`config.mk`:
```
export PLATFORM = sky130hd
export DESIGN_NAME = bio
export DESIGN_NICKNAME = d
export VERILOG_FILES = /design/src/design/risc5_pkg.sv /design/src/design/bio.sv
export SDC_FILE = /design/constraint.sdc
export NUM_CORES = 1
export LEC_CHECK = 0
export BUFFER_PORTS_ARGS = -buffer_cell sky130_fd_sc_hd__buf_2
export CAP_MARGIN = 20
export CORE_ASPECT_RATIO = 1.4
export CORE_MARGIN = 4
export CORE_UTILIZATION = 43
export DETAILED_ROUTE_END_ITERATION = 6
export PLACE_DENSITY = 0.9
export SETUP_SLACK_MARGIN = 0.3
export SYNTH_ARGS = -nofsm -noshare
export SYNTH_HDL_FRONTEND = slang
export SYNTH_SLANG_ARGS = --single-unit
```
`constraint.sdc`:
```
create_clock -name clk -period 1.1 [get_ports clk]
set_input_delay 0 -clock clk [delete_from_list [all_inputs] [get_ports clk]]
set_output_delay 0 -clock clk [all_outputs]
set_load 0.01 [all_outputs]
```
`src/design/risc5_pkg.sv`:
```
// --------------------------------------------------
// risc5 bus subsystem package
// address map, I/O slots, serial timing and FSM states
// --------------------------------------------------

package risc5_pkg;

  // --------------------------------------------------
  // bus widths
  // --------------------------------------------------

  // byte address from the processor
  localparam int unsigned adr_w = 24;
  // data word on both directions
  localparam int unsigned data_w = 32;

  // --------------------------------------------------
  // memory map
  // --------------------------------------------------

  // 1 KiB of RAM, mirrored below the I/O page
  localparam int unsigned ram_words = 256;
  // word index width, taken from adr[9:2]
  localparam int unsigned ram_aw = $clog2(ram_words);

  // I/O page is the top 64 bytes
  // adr[23:6] all ones selects it
  localparam logic [adr_w-1:0] io_base = 24'hFFFFC0;

  // slot numbers from adr[5:2] inside the I/O page
  // slot 0 was the timer, not present here
  localparam logic [3:0] io_slot_bio        = 4'd1;
  localparam logic [3:0] io_slot_ser_data   = 4'd2;
  localparam logic [3:0] io_slot_ser_status = 4'd3;

  // --------------------------------------------------
  // serial port
  // --------------------------------------------------

  // clocks per bit, short for simulation
  localparam int unsigned baud_div = 8;
  // baud counter width
  localparam int unsigned baud_cnt_w = $clog2(baud_div);

  // shared by the receiver and the transmitter
  // start and stop each last one bit time
  typedef enum logic [1:0] {
    st_idle,
    st_start,
    st_data,
    st_stop
  } ser_state_t;

endpackage

```
`src/design/bio.sv`:
```
// --------------------------------------------------
// board I/O
// LED register out and synchronised switch inputs
// --------------------------------------------------

module bio import risc5_pkg::*; (
  input                     clk,
  input                     arst_n,
  input                     sel,
  input                     wr,
  input        [7:0]        wdata,
  input        [7:0]        swi,
  output logic [7:0]        leds,
  output logic [data_w-1:0] rdata
);

  // two stage switch synchroniser
  logic [7:0] swi_meta;
  logic [7:0] swi_sync;
  // LED register
  logic [7:0] led_q;

  // --------------------------------------------------
  // switch sampling
  // --------------------------------------------------

  always_ff @(posedge clk or negedge arst_n) begin
    if (!arst_n) begin
      swi_meta <= '0;
      swi_sync <= '0;
    end else begin
      swi_meta <= swi;
      swi_sync <= swi_meta;
    end
  end

  // --------------------------------------------------
  // LED register
  // --------------------------------------------------

  // full word access, low byte only kept
  always_ff @(posedge clk or negedge arst_n) begin
    if (!arst_n) begin
      led_q <= '0;
    end else if (sel && wr) begin
      led_q <= wdata;
    end
  end

  assign leds = led_q;

  // switches low, LEDs read back above them
  assign rdata = {{(data_w-16){1'b0}}, led_q, swi_sync};

endmodule

```
==> impl_metrics.ini <==
[routing]
drc = 0
vias = 545
avgViaCountPerCell = 4.07
avgRoutedWirePerCell_um = 12.8
drt-initial-drc-count = 5
drtAntennaViolNets = 0
drt_pass1_iterations = 3
wl_mm = 1.71

[placed_design]
dpl.hpwl_mm = 1.19
dp_slack_ns = 0.323
gp_congestion = 0.628
numPortBuffers = 43
place_area_sq_um = 998

[sta]
period_share = 0.790
rsz0062_at_grt = yes
hold_viol_final = 0
fin_crit_ns = 0.869
fin_setup_tns_ns = 0
setup_viol = 0
fmax_ghz = 1.15
slew_violations = 0
setup_slack_ns = 0.231
skew_ns = 0.00109

[setup_path]
critPathRequiredTime_ns = 1.10
slowest_stage = dfrtp_1
cp-end-kind = primary output
reg2reg_from = leds[7]
crit_chain = buf_2
r2r_cells = 1
arrival_ns = 0.87
start_kind = register
r2r-end = leds[7]
path_buf_inv = 1
critical_path_class = reg -> out
crit_path_max_fanout = 3
reg2reg_slack_ns = 0.31
path_delay_family = flip-flops
cp_slowest_stage_delay_ns = 0.42

[power]
total_power_uw = 1790
p_per_area_nw_per_um2 = 1450
ir_worst_vdd_uv = 694
p_leak_uw = 0.000646

[synthesis]
ys_warn_count = 0
synthTopCellsByArea = dfrtp_1 68%, buf_4 20%, mux2_2 10%, nand2_2 0.71%, conb_1 0.43%
syn-cell-area_sq_um = 881
synth_common_cells = 24 x buf_4, 24 x dfrtp_1, 8 x mux2_2
yosys_most_used_dff = dfrtp_1
synth-simple-area-share = 0.00710
syn_inst = 58
yosys.area.top_type = dfrtp_1
async_flop_share = 1.00
ys_seq_area_frac = 0.682
syn-mean-instance-area_sq_um = 15.2
synth_top_area_frac = 0.682
synth-seq-cells = 24
yosys.area_share.adder = 0
yosysUniqueCellTypes = 5
synth_top_family_by_area = buffers and inverters
synth_edf_count = 0
synth_mux_area_frac = 0.102
synth_compound_area_frac = 0
synth_xor_area_frac = 0

[clocking]
worstSkewPairLatency_ns = 0.30
cts-root-buf = clkbuf_4
cts_buffers = 3
clkSlewWorstSetupHoldPaths_ns = 0.11
htree_levels = 1
cts.sink_count = 24
post_cts_buffers = 0
clockBufferDepth = 2
cts_tree = done

[cells_and_area]
nNetsFinal = 134
drive_above_1_share = 0.496
synthToLayoutAreaGrowth_pct = 39.8
fin_area_sq_um = 1230
n_fill_cell = 148
n_antenna_cell = 0

[floorplanning]
rows = 19
boundaryPins = 60
dieWidth_um = 46.3
chipHeight_um = 61.6
start_util = 0.452
die_area_sq_um = 2850
core_sq_um = 1950

[global_routing]
grt_remaining_overflow = 0
grt_max_degree = 25
grt_pass1_wl_mm = 2.34
grt_pass1_vias = 539
grtUsageTotal = 0.122
antenna_found_initial = 0

[flow_run]
drv_cap = 0

[status]
status = complete, no violations

[min_path]
holdCritPathClass = in -> async
==> flip-flops by register name, summed over array words and instances, names as in the netlist <==
signal / cells
swi_sync: 8
swi_meta: 8
leds: 8
==> report_power, final <==
part | switching, uW | total (uW) | internal [uW]
Combinational | 169 | 360 | 191
Clock | 228 | 430 | 202
Sequential | 42.5 | 997 | 955
==> worst max-delay path by stage <==
stage | from | to | slack, ns | cells after the start
2_1_floorplan | leds[0] | leds[0] | 0.32 | 1
3_3_place_gp | leds[4] | leds[4] | 0.35 | 1
3_5_place_dp | leds[7] | leds[7] | 0.32 | 1
4_1_cts | leds[4] | rdata[12] | 0.22 | 1
5_1_grt | leds[4] | leds[4] | 0.19 | 1
6_report | leds[7] | leds[7] | 0.23 | 1
==> logic make-up (layout without fill, tap and decap cells) <==
kind of cell	Yosys count	count (layout)
flip-flops	24	24
buffers and inverters	24	64
multiplexers	8	8
other	1	16
AND/OR/NAND/NOR	1	1
==> final cells by class <==
cell class              count  area, sq um  area share
multi-input cells          25          164       0.133
repair buffers             60          404       0.328
well taps                  21         26.3      0.0213
clock buffers               4         36.3      0.0295
flip-flops and latches     24          601       0.488
==> layer usage <==
metal  global-route usage  vias to the layer above  wire length [um]
met4               0.0976                        0                46
met3              0.00585                        4               185
met2                0.238                       39               918
li1                     -                      253                 -
met5                    0                        -                 0
met1                0.109                      249               563
==> metrics by stage <==
step | hold WS (ns) | instances | util
2_1_floorplan | -0.296 | 73 | -
3_3_place_gp | -0.0219 | 113 | 0.512
3_5_place_dp | -0.00779 | 113 | 0.512
4_1_cts | 0.157 | 134 | 0.618
5_1_grt | 0.188 | 134 | 0.632
6_report | 0.178 | 134 | 0.632
==> what timing repair did <==
item,in CTS,in global routing
setup endpoints to repair,24,27
hold endpoints to repair,40,0
hold buffers,17,0
gates resized for setup,0,5
==> placed cells by master, fill, tap and decap left out <==
cell type      instances
conb_1                16
clkbuf_8               1
buf_2                 40
buf_6                  3
dlygate4sd3_1         17
clkbuf_4               3
mux2_4                 2
nand2_2                1
mux2_2                 6
dfrtp_1               24
Power figures use the tool's default switching activity.
