==> config.mk <==
export PLATFORM = sky130hd
export DESIGN_NAME = ser
export DESIGN_NICKNAME = d
export VERILOG_FILES = /design/src/design/risc5_pkg.sv /design/src/design/ser.sv
export SDC_FILE = /design/constraint.sdc
export NUM_CORES = 1
export LEC_CHECK = 0
export BUFFER_PORTS_ARGS = -buffer_cell sky130_fd_sc_hd__buf_2
export CAP_MARGIN = 40
export CORE_MARGIN = 3
export CORE_UTILIZATION = 54
export CTS_CLUSTER_SIZE = 25
export DETAILED_ROUTE_END_ITERATION = 8
export GPL_ROUTABILITY_DRIVEN = 0
export PLACE_DENSITY = 0.86
export SYNTH_ARGS = -nofsm -noshare
export SYNTH_HDL_FRONTEND = slang
export SYNTH_SLANG_ARGS = --single-unit
==> constraint.sdc <==
create_clock -name clk -period 2.25 [get_ports clk]
set_input_delay 0.45 -clock clk [delete_from_list [all_inputs] [get_ports clk]]
set_output_delay 0.45 -clock clk [all_outputs]
set_load 0.005 [all_outputs]
==> src/design/risc5_pkg.sv <==
// --------------------------------------------------
// risc5 bus subsystem package
// address map, I/O slots, serial timing and FSM states
// --------------------------------------------------

package risc5_pkg;

  // --------------------------------------------------
  // bus widths
  // --------------------------------------------------

  // byte address from the processor
  localparam int unsigned adr_w = 24;
  // data word on both directions
  localparam int unsigned data_w = 32;

  // --------------------------------------------------
  // memory map
  // --------------------------------------------------

  // 1 KiB of RAM, mirrored below the I/O page
  localparam int unsigned ram_words = 256;
  // word index width, taken from adr[9:2]
  localparam int unsigned ram_aw = $clog2(ram_words);

  // I/O page is the top 64 bytes
  // adr[23:6] all ones selects it
  localparam logic [adr_w-1:0] io_base = 24'hFFFFC0;

  // slot numbers from adr[5:2] inside the I/O page
  // slot 0 was the timer, not present here
  localparam logic [3:0] io_slot_bio        = 4'd1;
  localparam logic [3:0] io_slot_ser_data   = 4'd2;
  localparam logic [3:0] io_slot_ser_status = 4'd3;

  // --------------------------------------------------
  // serial port
  // --------------------------------------------------

  // clocks per bit, short for simulation
  localparam int unsigned baud_div = 8;
  // baud counter width
  localparam int unsigned baud_cnt_w = $clog2(baud_div);

  // shared by the receiver and the transmitter
  // start and stop each last one bit time
  typedef enum logic [1:0] {
    st_idle,
    st_start,
    st_data,
    st_stop
  } ser_state_t;

endpackage

==> src/design/ser.sv <==
// --------------------------------------------------
// serial port, 8N1
// UART transmitter and receiver with data and status
// --------------------------------------------------

module ser import risc5_pkg::*; (
  input                     clk,
  input                     arst_n,
  input                     data_sel,
  input                     status_sel,
  input                     rd,
  input                     wr,
  input        [7:0]        wdata,
  input                     rxd,
  output logic              txd,
  output logic [data_w-1:0] rdata
);

  // transmitter
  ser_state_t            tx_state;
  logic [baud_cnt_w-1:0] tx_cnt;
  logic [2:0]            tx_bit;
  logic [7:0]            tx_shift;
  logic                  tx_end;
  logic                  tx_go;
  logic                  tx_ready;
  // receiver
  ser_state_t            rx_state;
  logic [baud_cnt_w-1:0] rx_cnt;
  logic [2:0]            rx_bit;
  logic [7:0]            rx_shift;
  logic [7:0]            rx_data;
  logic                  rx_ready;
  logic                  rx_meta;
  logic                  rx_sync;
  logic                  rx_prev;
  logic                  rx_done;

  // --------------------------------------------------
  // transmitter
  // --------------------------------------------------

  assign tx_ready = (tx_state == st_idle);
  // writes while busy are dropped
  assign tx_go  = data_sel & wr & tx_ready;
  assign tx_end = (tx_cnt == baud_cnt_w'(baud_div - 1));

  always_ff @(posedge clk or negedge arst_n) begin
    if (!arst_n) begin
      tx_state <= st_idle;
      tx_cnt   <= '0;
      tx_bit   <= '0;
      txd      <= 1'b1;
    end else begin
      tx_cnt <= tx_end ? '0 : tx_cnt + 1'b1;
      case (tx_state)
        st_idle: begin
          tx_cnt <= '0;
          if (tx_go) begin
            tx_state <= st_start;
            txd      <= 1'b0;
          end
        end
        st_start: if (tx_end) begin
          tx_state <= st_data;
          tx_bit   <= '0;
          txd      <= tx_shift[0];
        end
        st_data: if (tx_end) begin
          // lsb first, next bit sits at [1] before the shift
          if (tx_bit == 3'd7) begin
            tx_state <= st_stop;
            txd      <= 1'b1;
          end else begin
            tx_bit <= tx_bit + 1'b1;
            txd    <= tx_shift[1];
          end
        end
        st_stop: if (tx_end) begin
          // ready again from here
          tx_state <= st_idle;
        end
        default: tx_state <= st_idle;
      endcase
    end
  end

  // payload shifter
  always_ff @(posedge clk) begin
    if (tx_go) begin
      tx_shift <= wdata;
    end else if (tx_state == st_data && tx_end) begin
      tx_shift <= tx_shift >> 1;
    end
  end

  // --------------------------------------------------
  // receiver
  // --------------------------------------------------

  // line idles high
  always_ff @(posedge clk or negedge arst_n) begin
    if (!arst_n) begin
      rx_meta <= 1'b1;
      rx_sync <= 1'b1;
      rx_prev <= 1'b1;
    end else begin
      rx_meta <= rxd;
      rx_sync <= rx_meta;
      rx_prev <= rx_sync;
    end
  end

  // middle of the stop bit ends the frame
  assign rx_done = (rx_state == st_stop) && (rx_cnt == baud_cnt_w'(baud_div - 1));

  always_ff @(posedge clk or negedge arst_n) begin
    if (!arst_n) begin
      rx_state <= st_idle;
      rx_cnt   <= '0;
      rx_bit   <= '0;
    end else begin
      rx_cnt <= rx_cnt + 1'b1;
      case (rx_state)
        st_idle: begin
          rx_cnt <= '0;
          // falling edge starts a frame
          if (rx_prev && !rx_sync) begin
            rx_state <= st_start;
          end
        end
        st_start: if (rx_cnt == baud_cnt_w'(baud_div / 2 - 1)) begin
          // half a bit in, glitch returns to idle
          rx_cnt   <= '0;
          rx_bit   <= '0;
          rx_state <= rx_sync ? st_idle : st_data;
        end
        st_data: if (rx_cnt == baud_cnt_w'(baud_div - 1)) begin
          rx_cnt <= '0;
          rx_bit <= rx_bit + 1'b1;
          if (rx_bit == 3'd7) begin
            rx_state <= st_stop;
          end
        end
        st_stop: if (rx_done) begin
          rx_state <= st_idle;
        end
        default: rx_state <= st_idle;
      endcase
    end
  end

  // sampled bits and held byte
  always_ff @(posedge clk) begin
    if (rx_state == st_data && rx_cnt == baud_cnt_w'(baud_div - 1)) begin
      rx_shift <= {rx_sync, rx_shift[7:1]};
    end
    // a new byte overwrites the old one
    if (rx_done) begin
      rx_data <= rx_shift;
    end
  end

  // set wins over a clearing read on the same edge
  always_ff @(posedge clk or negedge arst_n) begin
    if (!arst_n) begin
      rx_ready <= 1'b0;
    end else if (rx_done) begin
      rx_ready <= 1'b1;
    end else if (data_sel && rd) begin
      rx_ready <= 1'b0;
    end
  end

  // --------------------------------------------------
  // read data
  // --------------------------------------------------

  always_comb begin
    if (data_sel) begin
      rdata = {{(data_w-8){1'b0}}, rx_data};
    end else if (status_sel) begin
      // bit 1 tx_ready, bit 0 rx_ready
      rdata = {{(data_w-2){1'b0}}, tx_ready, rx_ready};
    end else begin
      rdata = '0;
    end
  end

  // idle transmitter holds the line in mark state
  a_txd_idle: assert property (
    @(posedge clk) disable iff (!arst_n)
    (tx_state == st_idle) |-> txd
  );

endmodule

==> impl_metrics.yaml <==
logic_synthesis:
  syn_inst: 173
  syn_area_sq_um: 2246
  ys_seq_elements: 45
  avgSynthCellArea_sq_um: 12.98
  synth-edff-count: 24
  synthArstFlopShare_pct: 46.67
  ys_top_cells_by_area: "edfxtp_1 32%, dfrtp_1 19%, ha_1 9.5%, buf_4 8.0%, dfstp_2 4.7%"
  ys_seq_area_share_pct: 55.71
  synth_top_area_cell: "edfxtp_1"
  synth.distinct_cells: 35
  synth_ff_type: "edfxtp_1"
  yosys.area.top_type_share_pct: 32.09
  synth_warnings: 0
global_route:
  grtUsageTotal_pct: 14.53
  antenna_found_initial: 0
  gr-total-overflow: 0
  grt_pass1_vias: 1218
  grt_start_max_net_pins: 22
  grt_pass1_wl_um: 5575
layout:
  antenna_cells: 0
  drive_gt1_share_pct: 25.50
  nets: 231
  stdcell_count: 248
  final_cell_area_sq_um: 2429
  syn2layout_area_growth_pct: 8.134
  mostFrequentLayoutCells: "24 x conb_1, 24 x edfxtp_1, 23 x buf_2"
  final_core_util_pct: 63.47
route:
  route.vias.total: 1240
  drt_iter0_drc: 41
  wl_per_cell_um: 13.32
  vias_per_cell: 5.000
  drtAntennaViolNets: 0
  firstDrtPassIters: 4
  route.detailed.drc: 0
  wirelength_um: 3303
clocking:
  clk_latency_ns: 0.30
  cts.clk_slew.worst_paths_ns: 0.09
  root_buffer: "clkbuf_8"
  cts_tree: "yes"
  post_cts.repair.setup_buffers: 0
  cts_inserted_buffers: 5
  cts_hold_buf: 0
  cts_sinks: 45
  post_cts_resize_count: 0
  ctsHtreeMaxLevel: 2
  cts_buffer_depth: 2
sta:
  setup_viol_count_final: 0
  rsz0062_at_grt: "no"
  skew_ns: 0.003730
  setup-tns-final_ns: 0
  finalCritPeriodShare_pct: 83.56
  slew_violations: 0
  hold_viol_final: 0
  finalCriticalPeriod_ns: 1.880
  fmax_mhz: 531.9
floorplanning:
  core_sq_um: 3826
  fp.dieArea_sq_um: 4969
  initial_core_util_pct: 58.70
  die_y_um: 70.49
  die_x_um: 70.49
  ioPinCount: 48
  row_count: 22
setup_path:
  crit_path_end_kind: "register"
  slowest_stage: "a2111oi_4"
  path_cells: "inv_1 > ha_1 > o21ba_1 > a2111oi_4 > mux2_4"
  crit_fanout: 9
  required_ns: 2.44
  critical_path_class: "reg2reg"
  startpoint_type: "register"
  cpPeakStageDelay_ns: 0.39
  arrival_ns: 2.07
power:
  power_frac_comb_pct: 12.9
  total_power_w: 0.001906
  power.switching_w: 0.0005072
  p_clk_share_pct: 33.2
  cell_internal_pwr_w: 0.001399
  power_density_nw_per_um2: 784.8
  p_leak_nw: 1.096
  ir_drop_uv: 594.8
  swShare_pct: 26.61
  p_seq_share_pct: 53.9
placed_design:
  place_area_sq_um: 2312
  port_buffers: 23
  dp.cells: 240
  dp_hpwl_um: 2438
min_path:
  hold_path_class: "in2async"
status:
  status: "finished clean"
run:
  cap_violations: 0
[area by class of cell]
type	instances	area, sq um
Fill cell	294	1398
Sequential cell	45	1251
Multi-Input combinational cell	115	848.3
Timing Repair Buffer	24	122.6
Clock buffer	5	68.82
Tap cell	48	60.06
Clock inverter	3	47.55
Inverter	8	30.03
[metrics by stage]
stage,hold WS (ns),worst slack (ns)
detailed placement,0.3491,0.3686
global route,0.1239,0.2085
CTS,0.1045,0.3551
finish,0.09168,0.3699
global placement,0.3461,0.4341
floorplan,0.1544,0.3994
[worst max-delay path, delay by kind of cell (launching register included)]
family                     cells  cell delay (ns)
DFF                            1             0.38
muxes                          1             0.33
AOI/OAI and AO/OA              2             0.64
adders and majority gates      1             0.31
buffers and inverters          1             0.10
[flip-flops by register name, indices dropped and copies added, names as in the netlist, 2 cells and up, named ones only]
signal	flops
tx_bit	3
rx_shift	8
rx_bit	3
rx_data	8
tx_state	2
tx_cnt	3
tx_shift	8
rx_cnt	3
[cell usage after synthesis (all sizes together), types with 4 or more instances]
cell,n
nor2b,5
dfrtp,17
a22o,7
mux2,10
nand2,7
a21oi,4
ha,17
buf,25
o21ai,4
nor2,6
mux2i,4
and2,6
dfstp,4
edfxtp,24
inv,8
[power groups by stage]
stage | clock, W | combinational (W) | sequential [W]
2_1_floorplan | 0 | 0.000257 | 0.000994
3_3_place_gp | 0 | 0.000242 | 0.00104
3_5_place_dp | 0 | 0.000249 | 0.00104
4_1_cts | 0.000638 | 0.000251 | 0.00103
5_1_grt | 0.000681 | 0.000291 | 0.00104
6_report | 0.000632 | 0.000247 | 0.00103
[cells by family (layout without fill, tap and decap cells)]
group	count (synthesis)	in the layout	share of synthesized area, %
muxes	14	14	6.964
AOI/OAI and AO/OA	26	26	9.192
DFF	45	45	55.71
adders and majority gates	17	17	9.471
buffers and inverters	36	40	10.36
other	1	24	0.1670
and+or+nand+nor	34	34	8.134
[per-layer routing]
metal  vias up  part of all wire, %  global-route usage [%]
li1        607                    -                       -
met1       602                   43                   17.80
met2        24                   50                   22.66
met3         7                  4.7                   4.029
met4         0                  2.5                   8.723
met5         -                    0                       0
[path summary, 6_finish.rpt]
check,start,to,slack (ns),depth (start not counted)
setup / recovery,tx_state[0]$_DFFE_PN0P_,tx_state[1]$_DFFE_PN0P_,0.37,5
hold / removal,arst_n,rx_ready$_DFFE_PN0P_,0.09,1
hold reg to reg,rx_meta$_DFF_PN1_,rx_sync$_DFF_PN1_,0.36,0
min in group clk,rxd,rx_meta$_DFF_PN1_,0.24,1
max in group asynchronous,arst_n,rx_sync$_DFF_PN1_,1.81,1
setup reg to reg,tx_state[0]$_DFFE_PN0P_,tx_state[1]$_DFFE_PN0P_,0.37,5
No activity file was read; power rests on OpenSTA's default activity.
