--- src/design/risc5_pkg.sv ---
// --------------------------------------------------
// risc5 bus subsystem package
// address map, I/O slots, serial timing and FSM states
// --------------------------------------------------

package risc5_pkg;

  // --------------------------------------------------
  // bus widths
  // --------------------------------------------------

  // byte address from the processor
  localparam int unsigned adr_w = 24;
  // data word on both directions
  localparam int unsigned data_w = 32;

  // --------------------------------------------------
  // memory map
  // --------------------------------------------------

  // 1 KiB of RAM, mirrored below the I/O page
  localparam int unsigned ram_words = 256;
  // word index width, taken from adr[9:2]
  localparam int unsigned ram_aw = $clog2(ram_words);

  // I/O page is the top 64 bytes
  // adr[23:6] all ones selects it
  localparam logic [adr_w-1:0] io_base = 24'hFFFFC0;

  // slot numbers from adr[5:2] inside the I/O page
  // slot 0 was the timer, not present here
  localparam logic [3:0] io_slot_bio        = 4'd1;
  localparam logic [3:0] io_slot_ser_data   = 4'd2;
  localparam logic [3:0] io_slot_ser_status = 4'd3;

  // --------------------------------------------------
  // serial port
  // --------------------------------------------------

  // clocks per bit, short for simulation
  localparam int unsigned baud_div = 8;
  // baud counter width
  localparam int unsigned baud_cnt_w = $clog2(baud_div);

  // shared by the receiver and the transmitter
  // start and stop each last one bit time
  typedef enum logic [1:0] {
    st_idle,
    st_start,
    st_data,
    st_stop
  } ser_state_t;

endpackage

--- src/design/cpu_bus_if.sv ---
// --------------------------------------------------
// processor bus bundle
// address, strobes, byte enable and both data paths
// --------------------------------------------------

interface cpu_bus_if import risc5_pkg::*; ();

  // byte address
  logic [adr_w-1:0]  adr;
  // read and write strobes, never both high
  logic              rd;
  logic              wr;
  // byte access when high, RAM only
  logic              ben;
  // data from the processor
  logic [data_w-1:0] wdata;
  // data to the processor, combinational
  logic [data_w-1:0] rdata;

  // processor side
  modport master (
    output adr,
    output rd,
    output wr,
    output ben,
    output wdata,
    input  rdata
  );

  // decoder and target side
  modport slave (
    input  adr,
    input  rd,
    input  wr,
    input  ben,
    input  wdata,
    output rdata
  );

endinterface

--- src/design/io_decoder.sv ---
// --------------------------------------------------
// address decoder and read data multiplexer
// splits RAM from the I/O page, one select per target
// --------------------------------------------------

module io_decoder import risc5_pkg::*; (
  cpu_bus_if.slave    bus,
  output logic        ram_sel,
  output logic        bio_sel,
  output logic        ser_data_sel,
  output logic        ser_status_sel,
  input  [data_w-1:0] ram_rdata,
  input  [data_w-1:0] bio_rdata,
  input  [data_w-1:0] ser_rdata
);

  // I/O page hit
  logic       io_en;
  // slot inside the page
  logic [3:0] io_slot;

  // --------------------------------------------------
  // decode
  // --------------------------------------------------

  // top 18 address bits all ones
  assign io_en   = (bus.adr[adr_w-1:6] == io_base[adr_w-1:6]);
  assign io_slot = bus.adr[5:2];

  // everything below the I/O page is RAM
  // RAM itself ignores bits above 9, hence the mirror
  assign ram_sel = ~io_en;

  assign bio_sel        = io_en & (io_slot == io_slot_bio);
  assign ser_data_sel   = io_en & (io_slot == io_slot_ser_data);
  assign ser_status_sel = io_en & (io_slot == io_slot_ser_status);

  // --------------------------------------------------
  // read data
  // --------------------------------------------------

  always_comb begin
    if (ram_sel) begin
      bus.rdata = ram_rdata;
    end else if (bio_sel) begin
      bus.rdata = bio_rdata;
    end else if (ser_data_sel || ser_status_sel) begin
      // serial block muxes data and status itself
      bus.rdata = ser_rdata;
    end else begin
      // unmapped slot reads zero
      bus.rdata = '0;
    end
  end

  // --------------------------------------------------
  // checks
  // --------------------------------------------------

  // targets never share a cycle on the bus
  // evaluated on every address change
  a_one_select: assert property (
    @(bus.adr)
    $onehot0({ram_sel, bio_sel, ser_data_sel, ser_status_sel})
  );

endmodule

--- src/flat_wrapper.sv ---
// flat-port wrapper written by rule: the top's interface ports become plain ports
module io_decoder_flat import risc5_pkg::*;
  (ram_sel, bio_sel, ser_data_sel, ser_status_sel, ram_rdata, bio_rdata, ser_rdata, bus_adr, bus_rd, bus_wr, bus_ben, bus_wdata, bus_rdata);
  cpu_bus_if bus_i ();
  output logic ram_sel;
  output logic bio_sel;
  output logic ser_data_sel;
  output logic ser_status_sel;
  input  [data_w-1:0] ram_rdata;
  input  [data_w-1:0] bio_rdata;
  input  [data_w-1:0] ser_rdata;
  input wire logic [$bits(bus_i.adr)-1:0] bus_adr;
  input wire logic [$bits(bus_i.rd)-1:0] bus_rd;
  input wire logic [$bits(bus_i.wr)-1:0] bus_wr;
  input wire logic [$bits(bus_i.ben)-1:0] bus_ben;
  input wire logic [$bits(bus_i.wdata)-1:0] bus_wdata;
  output wire logic [$bits(bus_i.rdata)-1:0] bus_rdata;
  assign bus_i.adr = bus_adr;
  assign bus_i.rd = bus_rd;
  assign bus_i.wr = bus_wr;
  assign bus_i.ben = bus_ben;
  assign bus_i.wdata = bus_wdata;
  assign bus_rdata = bus_i.rdata;
  io_decoder u_core (.bus(bus_i), .ram_sel(ram_sel), .bio_sel(bio_sel), .ser_data_sel(ser_data_sel), .ser_status_sel(ser_status_sel), .ram_rdata(ram_rdata), .bio_rdata(bio_rdata), .ser_rdata(ser_rdata));
endmodule
--- config.mk ---
export PLATFORM = sky130hd
export DESIGN_NAME = io_decoder_flat
export DESIGN_NICKNAME = d
export VERILOG_FILES = /design/src/design/risc5_pkg.sv /design/src/design/cpu_bus_if.sv /design/src/design/io_decoder.sv /design/src/flat_wrapper.sv
export SDC_FILE = /design/constraint.sdc
export NUM_CORES = 1
export LEC_CHECK = 0
export ABC_AREA = 1
export ABC_CLOCK_PERIOD_IN_PS = 950
export BUFFER_PORTS_ARGS = -buffer_cell sky130_fd_sc_hd__buf_2
export CELL_PAD_IN_SITES_DETAIL_PLACEMENT = 2
export CELL_PAD_IN_SITES_GLOBAL_PLACEMENT = 2
export CORE_MARGIN = 10
export CORE_UTILIZATION = 10
export DETAILED_ROUTE_END_ITERATION = 8
export GPL_ROUTABILITY_DRIVEN = 1
export PLACE_DENSITY = 0.92
export SYNTH_ARGS = -nofsm -noshare
export SYNTH_HDL_FRONTEND = slang
export SYNTH_SLANG_ARGS = --single-unit
export TNS_END_PERCENT = 10
--- constraint.sdc ---
create_clock -name vclk -period 0.95
set_input_delay 0 -clock vclk [all_inputs]
set_output_delay 0 -clock vclk [all_outputs]
set_load 0.1 [all_outputs]
==> results of run 1 <==
synth_stat cells:
cell type  number  area (um2)
inv_4           1        6.26
buf_4           7        52.6
nand2_1       134         503
nor2_8          1        20.0
nor2_4          1        11.3
clkbuf_1        3        11.3
nor2_2          6        37.5
nand3_4         1        17.5
buf_6           4        45.0
nand2_2         1        6.26
nor2_1          2        7.51
buf_2           6        30.0
inv_1          10        37.5
o21bai_1        4        30.0
nand3_1        66         330
metal layers:
| metal | global-route usage, % | vias up |
|---|---|---|
| met3 | 3.35 | 0 |
| met1 | 11.1 | 1086 |
| li1 | - | 1108 |
| met4 | 0.134 | 0 |
| met5 | 0 | - |
| met2 | 24.4 | 83 |
worst max-delay path, cell delays in order:
cell,delay (ps)
buf_8,80
nand2_8,50
nor2_4,130
nand3_4,110
nor2_8,170
buf_12,130
buf_12,130
nand2_4,50
nand2_4,70
clkinvlp_4,90
buf_12,170
through the flow:
stage | instances | hold WS, ps
final | 551 | 374
after global routing | 551 | 394
after CTS | 541 | 377
after detailed placement | 535 | 376
after global placement | 535 | 370
after floorplan | 247 | 239
timing repair:
item                                    4_1_cts  5_1_grt
cloned                                        3        2
endpoints found under the setup margin       36       36
buffers inserted                              4        8
pin swaps                                    21       20
hold buffers                                  0        0
resized for setup                            47       18
logic make-up (layout without fill, tap and decap cells):
kind of cell,count (synthesis),after routing,share of synthesized area [%]
and+or+nand+nor,212,212,81.4
AOI/OAI and AO/OA,4,4,2.62
buffers and inverters,31,192,15.9
worst min-delay path by stage:
stage                                end  slack (ps)          start
after floorplan           ser_status_sel         240     bus_adr[2]
after global placement     bus_rdata[26]         370  ram_rdata[26]
after detailed placement    bus_rdata[5]         380   ram_rdata[5]
after CTS                  bus_rdata[27]         380  ram_rdata[27]
after global routing       bus_rdata[27]         390  ram_rdata[27]
final                      bus_rdata[26]         370  ram_rdata[26]
power by group:
part / switching, W / leakage [nW] / internal (W)
clock: 0 / 0 / 0
sequential: 0 / 0 / 0
combinational: 0.000943 / 1.68 / 0.000661
cell type report:
cell class                      instances  area (um2)  area share (%)
Inverter                               11        52.6            1.63
Multi-Input combinational cell        216        1200            37.2
Tap cell                              143         179            5.55
Timing Repair Buffer                  181        1790            55.6
==> results.tsv, run 1 <==
stage	metric	value	unit
die	die height	127	um
run_status	violated checks	setup timing	
global_routing	largest net degree at the start of global routing	35	
finish	commonest non-fill, non-tap cell in the layout	buf_2	
logic_synthesis	Mapped Nets	402	
drt	wire per inst	18.4	um
sta	achievable frequency	840	MHz
finish	design area	0.00323	mm2
sta	Final Worst Setup Slack	-241	ps
logic_synthesis	YS warnings	0	
sta	# setup viols final	36	
drt	Final ANT Viol Nets	0	
drt	wire length on met3	750	um
sta	Worst slew margin	83.3	%
finish	fin util	28.5	%
global_routing	global-route usage over all layers	11.5	%
logic_synthesis	register area share after synthesis	0	%
logic_synthesis	Netlist cell types	15	
drt	final WL	10100	um
drt	Via-to-Cell Ratio	4.13	
sta	max-slew violation count	0	
setup_path	Worst Setup Path Type	input port to output pin	
power	leak pwr	1.68	nW
placement	worst slack, placed	-317	ps
placement	buffers added on ports	154	
drt	WL met2	5880	um
die	Site Rows	39	
setup_path	Data arrival, critical path	1190	ps
power	Pwr Total	0.00160	W
drt	max layer used	met3	
die	die area	0.0161	mm2
finish	commonest cells after routing, fill and taps aside	104 x buf_2, 79 x nand2_1, 66 x nand3_1	
setup_path	Required @ worst endpoint	950	ps
logic_synthesis	Syn Area/Cell	4.64	um2
drt	Met1 Wirelength	3480	um
finish	fin nets	565	
logic_synthesis	post-synthesis cell area	0.00115	mm2
global_routing	first-pass GRT wire length	15300	um
run_status	status	finished with violations	
setup_path	Worst Path Max Fanout	8	
global_routing	GR Overflow Total	0	
sta	Worst-Margin Slew	250	ps
power	Peak VDD IR	0.000225	V
finish	antenna diode count	0	
drt	First DRT Iteration DRCs	60	
finish	Seq cells	0	
finish	fraction of layout cells with a size suffix above 1	62.3	%
drt	vias	2277	
finish	synthesis-to-finish area growth	181	%
sta	crit path time final	1190	ps
sta	period utilization	125	%
placement	DP HPWL	7690	um
drt	DRC	0	
die	core area	0.0113	mm2
die	# IOs	191	
global_routing	vias in the first global route	2696	
drt	drt pass-1 iters	4	
finish	register area	0	um2
sta	RSZ-0062 raised after global routing	yes	
min_path	hold path cells	4	
setup_path	Critical Path Start Type	input port	
job	maximum capacitance violations	0	
placement	RD Place Congestion	0.727	
sta	setup TNS	-6400	ps
min_path	Hold Path Class	input port to output pin	
die	DIE WIDTH	127	um
sta	Final Hold Viols	0	
power	Pwr Density	497	mW/mm2
die	initial core utilization	10.1	%
setup_path	crit path from	bus_adr[6]	
logic_synthesis	Mapped Cells	247	
finish	Filler cells	1351	
setup_path	crit path capture	bus_rdata[30]	
finish	CLK BUF	0	
global_routing	initial antenna violation count	0	
setup_path	crit path capture type	output pin	
placement	DP Area	0.00277	mm2
Power figures use the tool's default switching activity.
==> run 2, diff against run 1 <==
--- a/config.mk
+++ b/config.mk
@@ -14,7 +14,7 @@
 export CORE_UTILIZATION = 10
 export DETAILED_ROUTE_END_ITERATION = 8
 export GPL_ROUTABILITY_DRIVEN = 1
-export PLACE_DENSITY = 0.92
+export PLACE_DENSITY = 0.9
 export SYNTH_ARGS = -nofsm -noshare
 export SYNTH_HDL_FRONTEND = slang
 export SYNTH_SLANG_ARGS = --single-unit
==> run 2 against run 1 <==
Compared with the run above:
- the flow still finishes with violations (setup timing)
- routed wire length fell by 1.3%
- setup slack improved by 48 ps
- final cell count rose by 1.6%
- die area did not move
- maximum frequency rose by 4.2%
- total power rose by 6.5%
- design area rose by 5.7%
- global-route usage fell by 1.5 points
- clock-buffer cell count did not move
- hold slack got worse by 3.8 ps
- critical path type unchanged
==> results.tsv, run 2 (synthesis gave the netlist of run 1 again) <==
stage	metric	value	unit
run_status	status	finished with violations	
run_status	violated checks	setup timing	
sta	Worst slew margin	85.1	%
global_routing	GR Overflow Total	0	
finish	Seq cells	0	
setup_path	Data arrival, critical path	1140	ps
die	DIE WIDTH	127	um
global_routing	largest net degree at the start of global routing	43	
setup_path	crit path from	bus_adr[4]	
drt	wire per inst	17.8	um
sta	achievable frequency	875	MHz
setup_path	cell breakdown of the critical path	buf_2 > nor2_4 > buf_12 > buf_12 > buf_4 > nand3_1 > nand2_1 > nand2_1 > nand2_2 > buf_12	
die	core area	0.0113	mm2
sta	# setup viols final	36	
finish	commonest non-fill, non-tap cell in the layout	buf_2	
drt	Via-to-Cell Ratio	4.20	
finish	synthesis-to-finish area growth	198	%
setup_path	Required @ worst endpoint	950	ps
sta	Final Hold Viols	0	
setup_path	Slowest cell on crit path	buf_12	
drt	vias	2352	
drt	First DRT Iteration DRCs	62	
sta	period utilization	120	%
setup_path	slowest stage delay, CP	170	ps
sta	Worst-Margin Slew	223	ps
setup_path	Worst Path Max Fanout	16	
die	die area	0.0161	mm2
placement	buffers added on ports	154	
finish	commonest cells after routing, fill and taps aside	103 x buf_2, 73 x nand2_1, 61 x nand3_1	
drt	Final ANT Viol Nets	0	
sta	crit path time final	1140	ps
power	Peak VDD IR	0.000230	V
finish	CLK BUF	0	
power	clock power share	0	%
sta	RSZ-0062 raised after global routing	yes	
setup_path	Worst Setup Path Type	input port to output pin	
power	leak pwr	1.77	nW
placement	DP HPWL	7470	um
finish	fraction of layout cells with a size suffix above 1	65.6	%
die	initial core utilization	10.1	%
drt	final WL	9980	um
finish	design area	0.00341	mm2
setup_path	crit path capture type	output pin	
finish	fin cells	560	
drt	DRC	0	
global_routing	initial antenna violation count	1	
global_routing	vias in the first global route	2626	
global_routing	global-route usage over all layers	10.0	%
setup_path	most frequent CP cell	buf_12	
power	Pint	0.000728	W
power	Pwr Density	501	mW/mm2
placement	DP Cell Count	538	
finish	fin nets	573	
finish	register area	0	um2
drt	drt pass-1 iters	4	
global_routing	first-pass GRT wire length	13700	um
sta	max-slew violation count	0	
die	Site Rows	39	
power	Sw Ratio	57.4	%
die	die height	127	um
min_path	Hold Path Class	input port to output pin	
placement	RD Place Congestion	0.743	
power	sequential power share	0	%
setup_path	crit path capture	bus_rdata[21]	
job	maximum capacitance violations	0	
sta	Final Worst Setup Slack	-193	ps
setup_path	Critical Path Start Type	input port	
die	# IOs	191	
power	Gate power share	100.0	%
power	Psw	0.000980	W
placement	DP Area	0.00282	mm2
clock_tree	CTS Hold Buffers Added	0	
-- run 2: changes by cell type in the layout (fill, tap and decap cells not counted), sizes merged --
cell / before / now
clkbuf: 2 / 4
buf: 179 / 185
diode: 0 / 1
-- run 2: worst min-delay path by stage --
stage	slack, ps	endpoint	depth (start not counted)	from
after floorplan	240	ser_status_sel	2	bus_adr[2]
after global placement	370	bus_rdata[21]	4	ram_rdata[21]
after detailed placement	380	bus_rdata[6]	4	ram_rdata[6]
after CTS	380	bus_rdata[6]	4	ram_rdata[6]
after global routing	390	bus_rdata[2]	4	ram_rdata[2]
final	370	bus_rdata[2]	4	ram_rdata[2]
-- run 2: layout make-up --
type	instances	area, um2
Antenna cell	1	2.50
Inverter	11	61.3
Timing Repair Buffer	189	1930
Fill cell	1312	7910
Multi-Input combinational cell	216	1240
Tap cell	143	179
-- run 2: critical path, delay by kind of cell --
| kind | cells | cell delay [ps] |
|---|---|---|
| buffers and inverters | 5 | 690 |
| AND/OR/NAND/NOR | 5 | 440 |
-- run 2: through the flow --
stage                     worst slack, ps  total power, W  setup TNS (ps)  utilization, %  hold WS (ps)
final                                -193         0.00171           -5110            30.1           370
after global routing                 -278         0.00180           -8140            30.1           391
after CTS                            -201         0.00153           -5220            26.5           377
after detailed placement             -295         0.00149           -8210            24.9           376
after global placement               -183         0.00145           -6040            24.9           370
after floorplan                      -227        0.000793           -4360               -           239
-- run 2: power by group through the flow --
stage / Clock [W] / Sequential (W) / Combinational [W]
floorplan: 0 / 0 / 0.000793
global placement: 0 / 0 / 0.00145
detailed placement: 0 / 0 / 0.00149
CTS: 0 / 0 / 0.00153
global route: 0.000000000141 / 0 / 0.00180
finish: 0.000000000141 / 0 / 0.00171
-- run 2: timing repair --
item	in CTS	in global routing
resized for setup	32	45
endpoints found under the hold margin	0	0
cloned	1	7
setup buffers	2	11
endpoints found under the setup margin	36	36
pin swaps	10	18
-- run 2: layer usage --
layer	global-route usage, %	routed length, um
met1	10.1	3770
met2	20.7	5560
met3	2.52	615
met4	0.469	34
met5	0	0
==> run 3, diff against run 2 <==
--- a/config.mk
+++ b/config.mk
@@ -5,16 +5,17 @@
 export SDC_FILE = /design/constraint.sdc
 export NUM_CORES = 1
 export LEC_CHECK = 0
-export ABC_AREA = 1
-export ABC_CLOCK_PERIOD_IN_PS = 950
+export ABC_AREA = 0
+export ABC_CLOCK_PERIOD_IN_PS = 1400
 export BUFFER_PORTS_ARGS = -buffer_cell sky130_fd_sc_hd__buf_2
 export CELL_PAD_IN_SITES_DETAIL_PLACEMENT = 2
 export CELL_PAD_IN_SITES_GLOBAL_PLACEMENT = 2
 export CORE_MARGIN = 10
-export CORE_UTILIZATION = 10
+export CORE_UTILIZATION = 12
 export DETAILED_ROUTE_END_ITERATION = 8
 export GPL_ROUTABILITY_DRIVEN = 1
-export PLACE_DENSITY = 0.9
+export PLACE_DENSITY = 0.93
+export RECOVER_POWER = 100
 export SYNTH_ARGS = -nofsm -noshare
 export SYNTH_HDL_FRONTEND = slang
 export SYNTH_SLANG_ARGS = --single-unit
==> constraint.sdc (replaced) <==
create_clock -name vclk -period 1.4
set_input_delay 0 -clock vclk [all_inputs]
set_output_delay 0 -clock vclk [all_outputs]
set_load 0.1 [all_outputs]
==> run 3 against run 2 <==
Compared with the run above:
- the flow now finishes without violations
- critical path type unchanged
- combinational power is 41% lower
- sequential share of layout area did not move
- synthesized area is 4.6% lower
- flip-flop and latch count unchanged
- global-route usage increased by 0.76 points
- first-iteration DRC count shrank 61%
- clock-buffer cell count did not move
==> results.tsv, run 3 <==
stage	metric	value	unit
finish	register area	0	um2
setup_path	Slowest cell on crit path	mux2_2	
power	Psw	0.000593	W
sta	max-slew violation count	0	
setup_path	CP delay by family, top	buffers and inverters	
sta	# setup viols final	0	
finish	Seq cells	0	
setup_path	Worst Setup Path Type	input port to output pin	
power	Pwr Density	400	mW/mm2
sta	RSZ-0062 raised after global routing	no	
drt	First DRT Iteration DRCs	24	
sta	Worst-Margin Slew	562	ps
logic_synthesis	most area-hungry cell type in the Yosys netlist	a22oi_2	
logic_synthesis	most frequent cell after synthesis	nor2_1	
global_routing	largest net degree at the start of global routing	28	
finish	commonest non-fill, non-tap cell in the layout	buf_2	
logic_synthesis	YS warnings	0	
sta	Final Hold Viols	0	
power	Pint	0.000414	W
sta	achievable frequency	773	MHz
logic_synthesis	Mapped Nets	281	
logic_synthesis	share of the synthesized area in the top cell type	33.2	%
global_routing	initial antenna violation count	0	
die	# IOs	191	
global_routing	global-route usage over all layers	10.8	%
placement	DP Area	0.00254	mm2
job	maximum capacitance violations	0	
setup_path	Required @ worst endpoint	1400	ps
finish	design area	0.00251	mm2
power	clock power share	0	%
global_routing	vias in the first global route	1990	
die	DIE WIDTH	115	um
global_routing	first-pass GRT wire length	11400	um
run_status	status	completed	
setup_path	cell breakdown of the critical path	buf_2 > and4_1 > nand3_4 > clkbuf_4 > mux2_2 > buf_12	
power	leak pwr	1.13	nW
drt	Via-to-Cell Ratio	4.32	
sta	setup TNS	0	ps
setup_path	Data arrival, critical path	1290	ps
logic_synthesis	Post-synth top cells	32 x nor2_1, 31 x mux2_2, 29 x a22oi_2	
sta	Worst slew margin	62.7	%
finish	synthesis-to-finish area growth	130	%
die	die area	0.0133	mm2
drt	Final ANT Viol Nets	0	
placement	DP HPWL	6750	um
power	Peak VDD IR	0.000187	V
logic_synthesis	Mapped Cells	126	
power	Sw Ratio	58.9	%
die	initial core utilization	12.4	%
logic_synthesis	Syn Area/Cell	8.68	um2
placement	RD Place Congestion	0.676	
finish	commonest cells after routing, fill and taps aside	118 x buf_2, 35 x buf_12, 32 x nor2_1	
die	Site Rows	34	
setup_path	Critical Path Start Type	input port	
placement	buffers added on ports	154	
drt	vias	1645	
min_path	Hold Path Class	input port to output pin	
setup_path	slowest stage delay, CP	390	ps
logic_synthesis	synth top area cells	a22oi_2 33%, mux2_2 32%, nor2_1 11%	
drt	drt pass-1 iters	4	
drt	wire per inst	20.1	um
logic_synthesis	post-synthesis cell area	0.00109	mm2
clock_tree	CTS Hold Buffers Added	0	
finish	CLK BUF	0	
power	Gate power share	100.0	%
setup_path	crit path capture type	output pin	
sta	period utilization	92.5	%
die	core area	0.00881	mm2
power	sequential power share	0	%
setup_path	buffer and inverter count on the worst path	3	
finish	fraction of layout cells with a size suffix above 1	79.9	%
finish	antenna diode count	0	
clock_tree	Post-CTS Setup Repair Bufs	0	
setup_path	Worst Path Max Fanout	12	
drt	final WL	7640	um
logic_synthesis	Netlist cell types	20	
die	die height	115	um
drt	DRC	0	
logic_synthesis	register area share after synthesis	0	%
sta	crit path time final	1290	ps
global_routing	GR Overflow Total	0	
finish	fin nets	430	
[run 3: path summary, 6_finish.rpt]
path | slack [ps] | startpoint | endpoint | cells after the start
setup / recovery | 110 | bus_adr[6] | bus_rdata[20] | 6
hold / removal | 340 | bus_adr[2] | ser_data_sel | 3
[run 3: stage by stage]
step	worst slack (ps)	power, W	utilization, %	std cells	hold slack (ps)
finish	106	0.00101	28.6	381	342
global route	30.8	0.00106	28.6	381	359
CTS	32.9	0.00103	28.8	381	355
detailed placement	31.3	0.00103	28.8	381	355
global placement	63.7	0.000998	28.8	381	342
floorplan	-489	0.000574	-	126	118
[run 3: layout make-up]
| class | count | area (um2) |
|---|---|---|
| tap | 108 | 135 |
| timing repair buffer | 162 | 1360 |
| multi-input combinational | 111 | 1020 |
| fill | 1006 | 6290 |
[run 3: what timing repair did]
item,in CTS,in global routing
setup endpoints to repair,0,19
gates resized for setup,0,1
endpoints found under the hold margin,0,0
[run 3: logic make-up after synthesis]
| group | after synthesis | share of synthesized area [%] |
|---|---|---|
| AND/OR/NAND/NOR | 47 | 20.5 |
| buffers and inverters | 15 | 11.0 |
| multiplexers | 32 | 33.3 |
| AO/OA/AOI/OAI | 32 | 35.2 |
[run 3: power groups by stage]
| stage | clock network (W) | registers (W) | logic, W |
|---|---|---|---|
| floorplan | 0 | 0 | 0.000574 |
| global placement | 0 | 0 | 0.000998 |
| detailed placement | 0 | 0 | 0.00103 |
| CTS | 0 | 0 | 0.00103 |
| global route | 0 | 0 | 0.00106 |
| finish | 0 | 0 | 0.00101 |
[run 3: layer usage]
layer  routed length, um  up-vias  track usage [%]  part of all wire (%)
met5                   0        -                0                     0
met4                  27        0            0.338                  0.35
met3                 682        2             3.62                   8.9
met2                4620       74             23.0                    61
met1                2310      800             9.90                    30
li1                    -      769                -                     -
